==> config.mk <==
export PLATFORM = sky130hd
export DESIGN_NAME = egr_port_array_adapt
export DESIGN_NICKNAME = d
export VERILOG_FILES = /design/src/common/egr_pkg.sv /design/src/verilog/egr_port_array_adapt.sv /design/src/egr_frame_fifo/egr_frame_fifo.sv /design/src/egr_width_conv/egr_width_conv.sv /design/src/verilog/egr_port_counters.sv /design/src/egr_port_gate/egr_port_gate.sv
export SDC_FILE = /design/constraint.sdc
export NUM_CORES = 2
export LEC_CHECK = 0
export ABC_AREA = 1
export BUFFER_PORTS_ARGS = -buffer_cell sky130_fd_sc_hd__clkbuf_2
export CAP_MARGIN = 20
export CORE_MARGIN = 2
export CORE_UTILIZATION = 30
export CTS_CLUSTER_DIAMETER = 150
export DETAILED_ROUTE_END_ITERATION = 8
export PLACE_DENSITY_LB_ADDON = 0.05
export SYNTH_ARGS = -nofsm -noshare
export SYNTH_HDL_FRONTEND = slang
export SYNTH_SLANG_ARGS = --single-unit
==> constraint.sdc <==
create_clock -name clk_i -period 6.3 [get_ports clk_i]
set_input_delay 0 -clock clk_i [delete_from_list [all_inputs] [get_ports clk_i]]
set_output_delay 0 -clock clk_i [all_outputs]
set_load 0.02 [all_outputs]
==> src/common/egr_pkg.sv <==
// Shared widths, counter indices and keep helpers for the egress port adapter
`default_nettype none

package egr_pkg;

    // Bits per data byte
    localparam int BYTE_W = 8;

    // Widest keep mask the helpers accept
    localparam int MAX_KEEP_W = 64;

    ////////////////////////////////////////////////////////////////////////////
    // Counter layout per port

    localparam int NUM_CNTS   = 2;
    localparam int CNT_FRAMES = 0;
    localparam int CNT_BYTES  = 1;

    ////////////////////////////////////////////////////////////////////////////
    // Helpers

    // Valid bytes in a keep mask, contiguous from the low byte
    function automatic int unsigned keep_count(input logic [MAX_KEEP_W-1:0] keep);
        int unsigned n;
        n = 0;
        for (int i = 0; i < MAX_KEEP_W; i++) begin
            n += int'(keep[i]);
        end
        return n;
    endfunction

endpackage

`default_nettype wire
==> src/verilog/egr_port_array_adapt.sv <==
// Egress port array top level
// Per port chain of gate, counters, width converter and frame buffer
`timescale 1ns/100ps
`default_nettype none

module egr_port_array_adapt #(
    parameter int NUM_PORTS  = 2,
    parameter int IN_BYTES   = 8,
    parameter int OUT_BYTES  = 2,
    parameter int CNT_WIDTH  = 32,
    parameter int FIFO_DEPTH = 64
) (
    input  var logic                                            clk_i,
    input  var logic                                            rst_n_i,
    input  var logic [NUM_PORTS-1:0]                            port_enable_i,
    input  var logic [NUM_PORTS-1:0]                            cnt_clear_i,

    // Demuxed router bus, port p in slice p
    input  var logic [NUM_PORTS*IN_BYTES*egr_pkg::BYTE_W-1:0]   s_tdata_i,
    input  var logic [NUM_PORTS*IN_BYTES-1:0]                   s_tkeep_i,
    input  var logic [NUM_PORTS-1:0]                            s_tlast_i,
    input  var logic [NUM_PORTS-1:0]                            s_tvalid_i,
    output var logic [NUM_PORTS-1:0]                            s_tready_o,

    // Physical ports
    output var logic [NUM_PORTS*OUT_BYTES*egr_pkg::BYTE_W-1:0]  m_tdata_o,
    output var logic [NUM_PORTS*OUT_BYTES-1:0]                  m_tkeep_o,
    output var logic [NUM_PORTS-1:0]                            m_tlast_o,
    output var logic [NUM_PORTS-1:0]                            m_tvalid_o,
    input  var logic [NUM_PORTS-1:0]                            m_tready_i,

    output var logic [NUM_PORTS-1:0]                            connected_o,
    output var logic [NUM_PORTS*CNT_WIDTH-1:0]                  frame_cnt_o,
    output var logic [NUM_PORTS*CNT_WIDTH-1:0]                  byte_cnt_o,
    output var logic [NUM_PORTS-1:0]                            buf_drop_o
);

    localparam int IN_W  = IN_BYTES * egr_pkg::BYTE_W;
    localparam int OUT_W = OUT_BYTES * egr_pkg::BYTE_W;

    for (genvar p = 0; p < NUM_PORTS; p++) begin : port_g

        // Gated wide stream
        logic [IN_W-1:0]     g_tdata;
        logic [IN_BYTES-1:0] g_tkeep;
        logic                g_tlast;
        logic                g_tvalid;
        logic                g_tready;

        // Narrow stream into the buffer
        logic [OUT_W-1:0]     n_tdata;
        logic [OUT_BYTES-1:0] n_tkeep;
        logic                 n_tlast;
        logic                 n_tvalid;
        logic                 n_tready;

        egr_port_gate #(
            .IN_BYTES ( IN_BYTES )
        ) gate_i (
            .clk_i       ( clk_i                               ),
            .rst_n_i     ( rst_n_i                             ),
            .enable_i    ( port_enable_i[p]                    ),
            .s_tdata_i   ( s_tdata_i[p*IN_W +: IN_W]           ),
            .s_tkeep_i   ( s_tkeep_i[p*IN_BYTES +: IN_BYTES]   ),
            .s_tlast_i   ( s_tlast_i[p]                        ),
            .s_tvalid_i  ( s_tvalid_i[p]                       ),
            .s_tready_o  ( s_tready_o[p]                       ),
            .g_tdata_o   ( g_tdata                             ),
            .g_tkeep_o   ( g_tkeep                             ),
            .g_tlast_o   ( g_tlast                             ),
            .g_tvalid_o  ( g_tvalid                            ),
            .g_tready_i  ( g_tready                            ),
            .connected_o ( connected_o[p]                      )
        );

        egr_port_counters #(
            .IN_BYTES  ( IN_BYTES  ),
            .CNT_WIDTH ( CNT_WIDTH )
        ) counters_i (
            .clk_i       ( clk_i                                 ),
            .rst_n_i     ( rst_n_i                               ),
            .clear_i     ( cnt_clear_i[p]                        ),
            .tkeep_i     ( g_tkeep                               ),
            .tlast_i     ( g_tlast                               ),
            .tvalid_i    ( g_tvalid                              ),
            .tready_i    ( g_tready                              ),
            .frame_cnt_o ( frame_cnt_o[p*CNT_WIDTH +: CNT_WIDTH] ),
            .byte_cnt_o  ( byte_cnt_o[p*CNT_WIDTH +: CNT_WIDTH]  )
        );

        egr_width_conv #(
            .IN_BYTES  ( IN_BYTES  ),
            .OUT_BYTES ( OUT_BYTES )
        ) width_conv_i (
            .clk_i      ( clk_i    ),
            .rst_n_i    ( rst_n_i  ),
            .s_tdata_i  ( g_tdata  ),
            .s_tkeep_i  ( g_tkeep  ),
            .s_tlast_i  ( g_tlast  ),
            .s_tvalid_i ( g_tvalid ),
            .s_tready_o ( g_tready ),
            .m_tdata_o  ( n_tdata  ),
            .m_tkeep_o  ( n_tkeep  ),
            .m_tlast_o  ( n_tlast  ),
            .m_tvalid_o ( n_tvalid ),
            .m_tready_i ( n_tready )
        );

        egr_frame_fifo #(
            .OUT_BYTES  ( OUT_BYTES  ),
            .FIFO_DEPTH ( FIFO_DEPTH )
        ) frame_fifo_i (
            .clk_i      ( clk_i                                ),
            .rst_n_i    ( rst_n_i                              ),
            .s_tdata_i  ( n_tdata                              ),
            .s_tkeep_i  ( n_tkeep                              ),
            .s_tlast_i  ( n_tlast                              ),
            .s_tvalid_i ( n_tvalid                             ),
            .s_tready_o ( n_tready                             ),
            .m_tdata_o  ( m_tdata_o[p*OUT_W +: OUT_W]          ),
            .m_tkeep_o  ( m_tkeep_o[p*OUT_BYTES +: OUT_BYTES]  ),
            .m_tlast_o  ( m_tlast_o[p]                         ),
            .m_tvalid_o ( m_tvalid_o[p]                        ),
            .m_tready_i ( m_tready_i[p]                        ),
            .buf_drop_o ( buf_drop_o[p]                        )
        );

    end

endmodule

`default_nettype wire

==> src/egr_frame_fifo/egr_frame_fifo.sv <==
// Store-and-forward frame buffer with oversize frame drop
`timescale 1ns/100ps
`default_nettype none

module egr_frame_fifo #(
    parameter int OUT_BYTES  = 2,
    parameter int FIFO_DEPTH = 64
) (
    input  var logic                                  clk_i,
    input  var logic                                  rst_n_i,

    input  var logic [OUT_BYTES*egr_pkg::BYTE_W-1:0]  s_tdata_i,
    input  var logic [OUT_BYTES-1:0]                  s_tkeep_i,
    input  var logic                                  s_tlast_i,
    input  var logic                                  s_tvalid_i,
    output var logic                                  s_tready_o,

    output var logic [OUT_BYTES*egr_pkg::BYTE_W-1:0]  m_tdata_o,
    output var logic [OUT_BYTES-1:0]                  m_tkeep_o,
    output var logic                                  m_tlast_o,
    output var logic                                  m_tvalid_o,
    input  var logic                                  m_tready_i,

    output var logic                                  buf_drop_o
);

    localparam int AW = $clog2(FIFO_DEPTH);
    localparam int WW = OUT_BYTES * egr_pkg::BYTE_W + OUT_BYTES + 1;

    if (FIFO_DEPTH < 2 || (1 << AW) != FIFO_DEPTH) begin : depth_chk_g
        $error("FIFO_DEPTH must be a power of two, at least 2");
    end

    // Word layout is {last, keep, data}
    logic [WW-1:0] mem [FIFO_DEPTH];

    // Pointers carry one extra wrap bit
    logic [AW:0] wr_q;
    logic [AW:0] cm_q;
    logic [AW:0] rd_q;
    logic [AW:0] occ;
    logic [AW:0] frame_len;

    logic drop_q;
    logic drop_pulse_q;
    logic full;
    logic frame_full;
    logic s_beat;
    logic cut;

    assign occ        = wr_q - rd_q;
    assign frame_len  = wr_q - cm_q;
    assign full       = occ == (AW+1)'(FIFO_DEPTH);
    assign frame_full = frame_len == (AW+1)'(FIFO_DEPTH);

    // Full with older frames back-pressures, full with one frame means it can never fit
    assign s_tready_o = drop_q | frame_full | !full;
    assign s_beat     = s_tvalid_i & s_tready_o;
    assign cut        = s_beat & (drop_q | frame_full);

    ////////////////////////////////////////////////////////////////////////////
    // Storage

    always_ff @(posedge clk_i) begin
        if (s_beat && !cut) begin
            mem[wr_q[AW-1:0]] <= {s_tlast_i, s_tkeep_i, s_tdata_i};
        end
    end

    // Only committed words are visible
    assign m_tvalid_o = rd_q != cm_q;
    assign {m_tlast_o, m_tkeep_o, m_tdata_o} = mem[rd_q[AW-1:0]];
    assign buf_drop_o = drop_pulse_q;

    ////////////////////////////////////////////////////////////////////////////
    // Pointers and drop state

    always_ff @(posedge clk_i or negedge rst_n_i) begin
        if (!rst_n_i) begin
            wr_q         <= '0;
            cm_q         <= '0;
            rd_q         <= '0;
            drop_q       <= 1'b0;
            drop_pulse_q <= 1'b0;
        end else begin
            drop_pulse_q <= cut & s_tlast_i;
            if (cut) begin
                // Roll the partial frame back and sink the rest of it
                wr_q   <= cm_q;
                drop_q <= !s_tlast_i;
            end else if (s_beat) begin
                wr_q <= wr_q + 1'b1;
                if (s_tlast_i) begin
                    cm_q <= wr_q + 1'b1;
                end
            end
            if (m_tvalid_o && m_tready_i) begin
                rd_q <= rd_q + 1'b1;
            end
        end
    end

    a_occ_bound : assert property (
        @(posedge clk_i) disable iff (!rst_n_i)
        occ <= (AW+1)'(FIFO_DEPTH)
    ) else $error("frame buffer occupancy above depth");

endmodule

`default_nettype wire

==> src/egr_width_conv/egr_width_conv.sv <==
// Downsizing stream width converter, router bus to port width
`timescale 1ns/100ps
`default_nettype none

module egr_width_conv #(
    parameter int IN_BYTES  = 8,
    parameter int OUT_BYTES = 2
) (
    input  var logic                                  clk_i,
    input  var logic                                  rst_n_i,

    input  var logic [IN_BYTES*egr_pkg::BYTE_W-1:0]   s_tdata_i,
    input  var logic [IN_BYTES-1:0]                   s_tkeep_i,
    input  var logic                                  s_tlast_i,
    input  var logic                                  s_tvalid_i,
    output var logic                                  s_tready_o,

    output var logic [OUT_BYTES*egr_pkg::BYTE_W-1:0]  m_tdata_o,
    output var logic [OUT_BYTES-1:0]                  m_tkeep_o,
    output var logic                                  m_tlast_o,
    output var logic                                  m_tvalid_o,
    input  var logic                                  m_tready_i
);

    localparam int RATIO = IN_BYTES / OUT_BYTES;
    localparam int IDX_W = (RATIO > 1) ? $clog2(RATIO) : 1;
    localparam int OUT_W = OUT_BYTES * egr_pkg::BYTE_W;

    if (IN_BYTES % OUT_BYTES != 0) begin : ratio_chk_g
        $error("OUT_BYTES must divide IN_BYTES");
    end

    // Held wide beat
    logic [IN_BYTES*egr_pkg::BYTE_W-1:0] data_q;
    logic [IN_BYTES-1:0]                 keep_q;
    logic                                last_q;

    logic             valid_q;
    logic [IDX_W-1:0] idx_q;
    logic [IDX_W-1:0] last_idx_q;
    logic [IDX_W-1:0] last_idx_d;
    int unsigned      pieces;
    logic             piece_done;

    // Pieces on a trimmed last beat, rounded up to whole narrow words
    assign pieces = (egr_pkg::keep_count(egr_pkg::MAX_KEEP_W'(s_tkeep_i)) + OUT_BYTES - 1)
                    / OUT_BYTES;
    assign last_idx_d = s_tlast_i ? IDX_W'(pieces - 1) : IDX_W'(RATIO - 1);

    assign piece_done = m_tvalid_o & m_tready_i & (idx_q == last_idx_q);
    assign s_tready_o = !valid_q | piece_done;

    ////////////////////////////////////////////////////////////////////////////
    // Output slice, low piece first

    assign m_tvalid_o = valid_q;
    assign m_tdata_o  = data_q[idx_q*OUT_W +: OUT_W];
    assign m_tkeep_o  = keep_q[idx_q*OUT_BYTES +: OUT_BYTES];
    assign m_tlast_o  = last_q & (idx_q == last_idx_q);

    always_ff @(posedge clk_i) begin
        if (s_tvalid_i && s_tready_o) begin
            data_q <= s_tdata_i;
            keep_q <= s_tkeep_i;
            last_q <= s_tlast_i;
        end
    end

    always_ff @(posedge clk_i or negedge rst_n_i) begin
        if (!rst_n_i) begin
            valid_q    <= 1'b0;
            idx_q      <= '0;
            last_idx_q <= '0;
        end else if (s_tvalid_i && s_tready_o) begin
            valid_q    <= 1'b1;
            idx_q      <= '0;
            last_idx_q <= last_idx_d;
        end else if (piece_done) begin
            valid_q <= 1'b0;
        end else if (m_tvalid_o && m_tready_i) begin
            idx_q <= idx_q + 1'b1;
        end
    end

    // Stalled narrow beat must not change under the sink
    a_hold_stalled : assert property (
        @(posedge clk_i) disable iff (!rst_n_i)
        m_tvalid_o && !m_tready_i |=> $stable(m_tdata_o)
    ) else $error("m_tdata changed while stalled");

endmodule

`default_nettype wire

==> src/verilog/egr_port_counters.sv <==
// Saturating frame and byte counters on the gated stream of one port
`timescale 1ns/100ps
`default_nettype none

module egr_port_counters #(
    parameter int IN_BYTES  = 8,
    parameter int CNT_WIDTH = 32
) (
    input  var logic                  clk_i,
    input  var logic                  rst_n_i,
    input  var logic                  clear_i,

    // Passive tap on the gated stream
    input  var logic [IN_BYTES-1:0]   tkeep_i,
    input  var logic                  tlast_i,
    input  var logic                  tvalid_i,
    input  var logic                  tready_i,

    output var logic [CNT_WIDTH-1:0]  frame_cnt_o,
    output var logic [CNT_WIDTH-1:0]  byte_cnt_o
);

    logic                 beat;
    logic [CNT_WIDTH-1:0] inc   [egr_pkg::NUM_CNTS];
    logic [CNT_WIDTH:0]   sum   [egr_pkg::NUM_CNTS];
    logic [CNT_WIDTH-1:0] cnt_d [egr_pkg::NUM_CNTS];
    logic [CNT_WIDTH-1:0] cnt_q [egr_pkg::NUM_CNTS];

    assign beat = tvalid_i & tready_i;

    ////////////////////////////////////////////////////////////////////////////
    // Increments and saturating adders

    always_comb begin
        inc[egr_pkg::CNT_FRAMES] = (beat && tlast_i) ? CNT_WIDTH'(1) : '0;
        inc[egr_pkg::CNT_BYTES]  = beat ?
            CNT_WIDTH'(egr_pkg::keep_count(egr_pkg::MAX_KEEP_W'(tkeep_i))) : '0;

        for (int c = 0; c < egr_pkg::NUM_CNTS; c++) begin
            sum[c] = {1'b0, cnt_q[c]} + {1'b0, inc[c]};
            // Carry out means the count sticks at all ones
            cnt_d[c] = sum[c][CNT_WIDTH] ? '1 : sum[c][CNT_WIDTH-1:0];
        end
    end

    always_ff @(posedge clk_i or negedge rst_n_i) begin
        if (!rst_n_i) begin
            for (int c = 0; c < egr_pkg::NUM_CNTS; c++) begin
                cnt_q[c] <= '0;
            end
        end else begin
            for (int c = 0; c < egr_pkg::NUM_CNTS; c++) begin
                // Clear wins over a same-cycle increment
                cnt_q[c] <= clear_i ? '0 : cnt_d[c];
            end
        end
    end

    assign frame_cnt_o = cnt_q[egr_pkg::CNT_FRAMES];
    assign byte_cnt_o  = cnt_q[egr_pkg::CNT_BYTES];

    ////////////////////////////////////////////////////////////////////////////
    // Checks

    for (genvar c = 0; c < egr_pkg::NUM_CNTS; c++) begin : cnt_chk_g
        a_no_wrap : assert property (
            @(posedge clk_i) disable iff (!rst_n_i)
            !clear_i |=> cnt_q[c] >= $past(cnt_q[c])
        ) else $error("counter %0d went backwards without a clear", c);
    end

endmodule

`default_nettype wire

==> src/egr_port_gate/egr_port_gate.sv <==
// Frame-aware enable gate for one egress port
`timescale 1ns/100ps
`default_nettype none

module egr_port_gate #(
    parameter int IN_BYTES = 8
) (
    input  var logic                                 clk_i,
    input  var logic                                 rst_n_i,
    input  var logic                                 enable_i,

    input  var logic [IN_BYTES*egr_pkg::BYTE_W-1:0]  s_tdata_i,
    input  var logic [IN_BYTES-1:0]                  s_tkeep_i,
    input  var logic                                 s_tlast_i,
    input  var logic                                 s_tvalid_i,
    output var logic                                 s_tready_o,

    output var logic [IN_BYTES*egr_pkg::BYTE_W-1:0]  g_tdata_o,
    output var logic [IN_BYTES-1:0]                  g_tkeep_o,
    output var logic                                 g_tlast_o,
    output var logic                                 g_tvalid_o,
    input  var logic                                 g_tready_i,

    output var logic                                 connected_o
);

    logic mid_q;
    logic en_q;
    logic pass;
    logic s_beat;

    // A frame start samples enable_i, the rest of the frame keeps the latched state
    assign pass   = mid_q ? en_q : enable_i;
    assign s_beat = s_tvalid_i & s_tready_o;

    // Closed gate sinks every beat
    assign s_tready_o = pass ? g_tready_i : 1'b1;
    assign g_tvalid_o = s_tvalid_i & pass;
    assign g_tdata_o  = s_tdata_i;
    assign g_tkeep_o  = s_tkeep_i;
    assign g_tlast_o  = s_tlast_i;

    assign connected_o = en_q;

    always_ff @(posedge clk_i or negedge rst_n_i) begin
        if (!rst_n_i) begin
            mid_q <= 1'b0;
            en_q  <= 1'b0;
        end else if (s_beat) begin
            mid_q <= !s_tlast_i;
            if (!mid_q) begin
                en_q <= enable_i;
            end
        end
    end

    // No frame is ever cut by an enable change
    a_enable_stable_mid_frame : assert property (
        @(posedge clk_i) disable iff (!rst_n_i)
        mid_q |-> $stable(pass)
    ) else $error("enable state changed inside a frame");

endmodule

`default_nettype wire

==> run_results.csv <==
group,metric,value,unit
power,p_sw,0.0267,W
placed_design,numPortBuffers,329,
clock_network,clkTransAtPathRegs,60,ps
global_routing,grt_overflow,0,
power,p_comb_share,35.9,%
floorplan,die_w,616,um
clock_network,cts_tree,"done",
global_routing,grt.busiest_layer,"met2",
power,p_sw_share,40.0,%
sta,slew_violations,0,
synth,yosys_warnings,0,
clock_network,clock_sinks,2766,
sta,period_share,84.7,%
clock_network,cts_resized,0,
floorplan,pin_count,330,
routing,wire_per_inst,26.1,um
global_routing,grt_pass1_vias,75195,
clock_network,cts.root.buffer_cell,"clkbuf_16",
global_routing,grt_usage,19.9,%
power,powerDensity,497,nW/um2
synth,yosys-top-cells-count,"2578 x edfxtp_1, 1586 x nor2_1, 1352 x o21ai_0, 777 x nand2_1, 407 x o22ai_1",
floorplan,die_area,380000,um2
power,p_int,0.0400,W
clock_network,clk_path_buf_depth,4,
routing,routed_via_density,5.05,
flow_run,drv_cap,0,
global_routing,antenna_found_initial,11,
synth,async_flop_share,6.80,%
sta,setup_tns,0,ps
power,ir_worst_vdd,0.000343,V
clock_network,postCtsHoldBufs,309,
global_routing,grt_max_degree,162,
worst_hold_path,hold_class,"input port to flop",
floorplan,core,373000,um2
worst_setup_path,crit_path_frequent_cell,"nand3_1",
synth,synthMostInstantiatedCell,"edfxtp_1",
sta,tightest_slew,1030,ps
routing,vias,75269,
power,clkPwrFrac,27.1,%
clock_network,numCtsBuffers,329,
clock_network,postCtsSetupBuffers,0,
clock_network,h-tree-depth,5,
sta,fmax,187,MHz
synth,ys_types,51,
worst_setup_path,cp_data_arrival_time,5340,ps
cells_and_area,drive_above_1_share,12.9,%
synth,syn_area,113000,um2
synth,synthDominantCellAreaShare,68.8,%
floorplan,die_h,616,um
worst_setup_path,cp_slowest_cell,"buf_4",
power,leakagePower,45.1,nW
sta,grt_setup_unrepaired,"no",
power,p_seq_share,37.0,%
synth,synth_top_flop_cell,"edfxtp_1",
worst_setup_path,cp-end-kind,"primary output",
global_routing,met2_usage,36.1,%
worst_setup_path,slowest_delay,640,ps
routing,first_iter_violations,5616,
sta,relSlewSlack,31.5,%
synth,syn_avg_cell_area,12.5,um2
synth,ys_top_cells_by_area,"edfxtp_1 69%, o21ai_0 6.0%, nor2_1 5.3%, dfrtp_1 4.2%, nand2_1 2.6%",
worst_setup_path,required,6300,ps
global_routing,grt_pass1_wl,556000,um
worst_setup_path,crit_path_max_fanout,126,
cells_and_area,nNetsFinal,9890,
routing,wl,389000,um
placed_design,post-dp-hpwl,217000,um
sta,hold_viol_final,0,
global_routing,use_met3,1.88,%
clock_network,insertion_delay,940,ps
routing,drtAntennaViolNets,0,
synth,yosys.area.top_type,"edfxtp_1",
sta,skew,63.7,ps
cells_and_area,fin_util,36.0,%
synth,synth_enable_flop_cells,2578,
routing,drc,0,
floorplan,start_util,30.2,%
floorplan,num_rows,224,
synth,ys_ff_latch,2766,
worst_setup_path,path_cells,"inv_8, buf_4, buf_12, buf_4, o21ai_0, o221ai_1, nand3_1, nand3_1, nand3_1, nand3_1, clkbuf_2",
worst_setup_path,crit_type,"flop to primary output",
global_routing,grtUsageMet1,25.5,%
synth,ys_seq_area_share,73.0,%
routing,drt_pass1_iterations,7,
sta,finalSetupViolCount,0,
worst_setup_path,crit_path_start_kind,"flop",
cells_and_area,area_growth,19.4,%
synth,syn-num-nets,9211,
run_status,status,"complete, no violations",
synth,syn_inst,8997,
sta,fin_crit,5340,ps
placed_design,place.gp.congestion,0.808,
==> path summary, 6_finish.rpt <==
kind	from	endpoint	slack (ps)	cells after the start
hold / removal	s_tlast_i[1]	port_g[1].width_conv_i.last_idx_q[1]$_DFFE_PN0N_	120	5
setup reg to reg	port_g[0].frame_fifo_i.rd_q[3]$_DFFE_PN0P_	port_g[0].counters_i.byte_cnt_o[18]$_DFF_PN0_	990	25
setup / recovery	port_g[1].frame_fifo_i.rd_q[1]$_DFFE_PN0P_	m_tdata_o[24]	960	11
max in group asynchronous	rst_n_i	port_g[0].frame_fifo_i.rd_q[0]$_DFFE_PN0P_	5020	4
min in group asynchronous	rst_n_i	port_g[1].frame_fifo_i.rd_q[3]$_DFFE_PN0P_	300	4
hold reg to reg	port_g[0].gate_i.mid_q$_DFFE_PN0P_	port_g[0].gate_i.mid_q$_DFFE_PN0P_	500	2
==> power by group through the flow <==
| stage | logic (W) | registers, W | clock network (W) |
|---|---|---|---|
| finish | 0.0240 | 0.0247 | 0.0181 |
| global route | 0.0262 | 0.0247 | 0.0193 |
| CTS | 0.0248 | 0.0247 | 0.0186 |
| floorplan | 0.0128 | 0.0252 | 0 |
| detailed placement | 0.0246 | 0.0251 | 0 |
| global placement | 0.0245 | 0.0251 | 0 |
==> per-stage QoR <==
stage | setup WS, ps | std cells | hold WS, ps | power, W | instance area [um2]
2_1_floorplan | 211 | 8997 | -296 | 0.0380 | 113000
6_report | 963 | 14904 | 117 | 0.0667 | 134000
5_1_grt | 396 | 14901 | 146 | 0.0703 | 134000
3_3_place_gp | 1070 | 14004 | 40.5 | 0.0496 | 121000
4_1_cts | 717 | 14897 | 51.4 | 0.0681 | 134000
3_5_place_dp | 1000 | 14007 | 32.3 | 0.0497 | 121000
==> critical path, delay by kind of cell, from the launching register on <==
kind / cells / cell delay [ps]
buf+inv: 5 / 2230
simple gates: 4 / 1070
flops: 1 / 630
compound gates: 2 / 390
==> registers in the layout (all words and copies together) (netlist names), 14 cells and up <==
| register | cells |
|---|---|
| port_g.frame_fifo_i.wr_q | 14 |
| port_g.frame_fifo_i.mem | 2432 |
| port_g.counters_i.byte_cnt_o | 64 |
| port_g.counters_i.frame_cnt_o | 64 |
| port_g.width_conv_i.data_q | 128 |
| port_g.width_conv_i.keep_q | 16 |
| port_g.frame_fifo_i.rd_q | 14 |
| port_g.frame_fifo_i.cm_q | 14 |
==> cell families (layout without fill, tap and decap cells) <==
kind of cell	count (synthesis)	after routing	synth area share, %
buf+inv	890	1819	3.23
simple gates	2955	2955	10.9
mux	2	2	0.0178
flops	2766	2766	73.0
xor+xnor	100	100	0.778
compound gates	2226	2226	11.4
other cells	0	6	0
fa+ha+maj	58	58	0.712
==> cells in the final DEF (no fill, tap or decap), types with 181 or more instances in the layout <==
cell type         n
nand2_1         777
nand3_1         347
dfrtp_1         181
buf_4           256
o21ai_0        1352
o221ai_1        250
nor2_1         1457
edfxtp_1       2578
clkbuf_2        328
clkbuf_16       332
inv_1           304
o22ai_1         371
dlygate4sd3_1   308
==> per-layer routing <==
layer / up-vias / routed length, um
met3: 465 / 13100
met5: - / 0
met2: 1529 / 200000
met1: 38811 / 166000
li1: 34464 / -
met4: 0 / 9500
==> area by class of cell <==
cell class                 count  area [um2]
antenna                        6        15.0
inverter                     326        1260
clock buffer                 419        8660
clock inverter               162        1360
multi-input combinational   5341       27600
sequential                  2766       82100
timing repair buffer         912        7050
fill                       36396      238000
tap                         4972        6220
(Power assumes the default switching activity.)
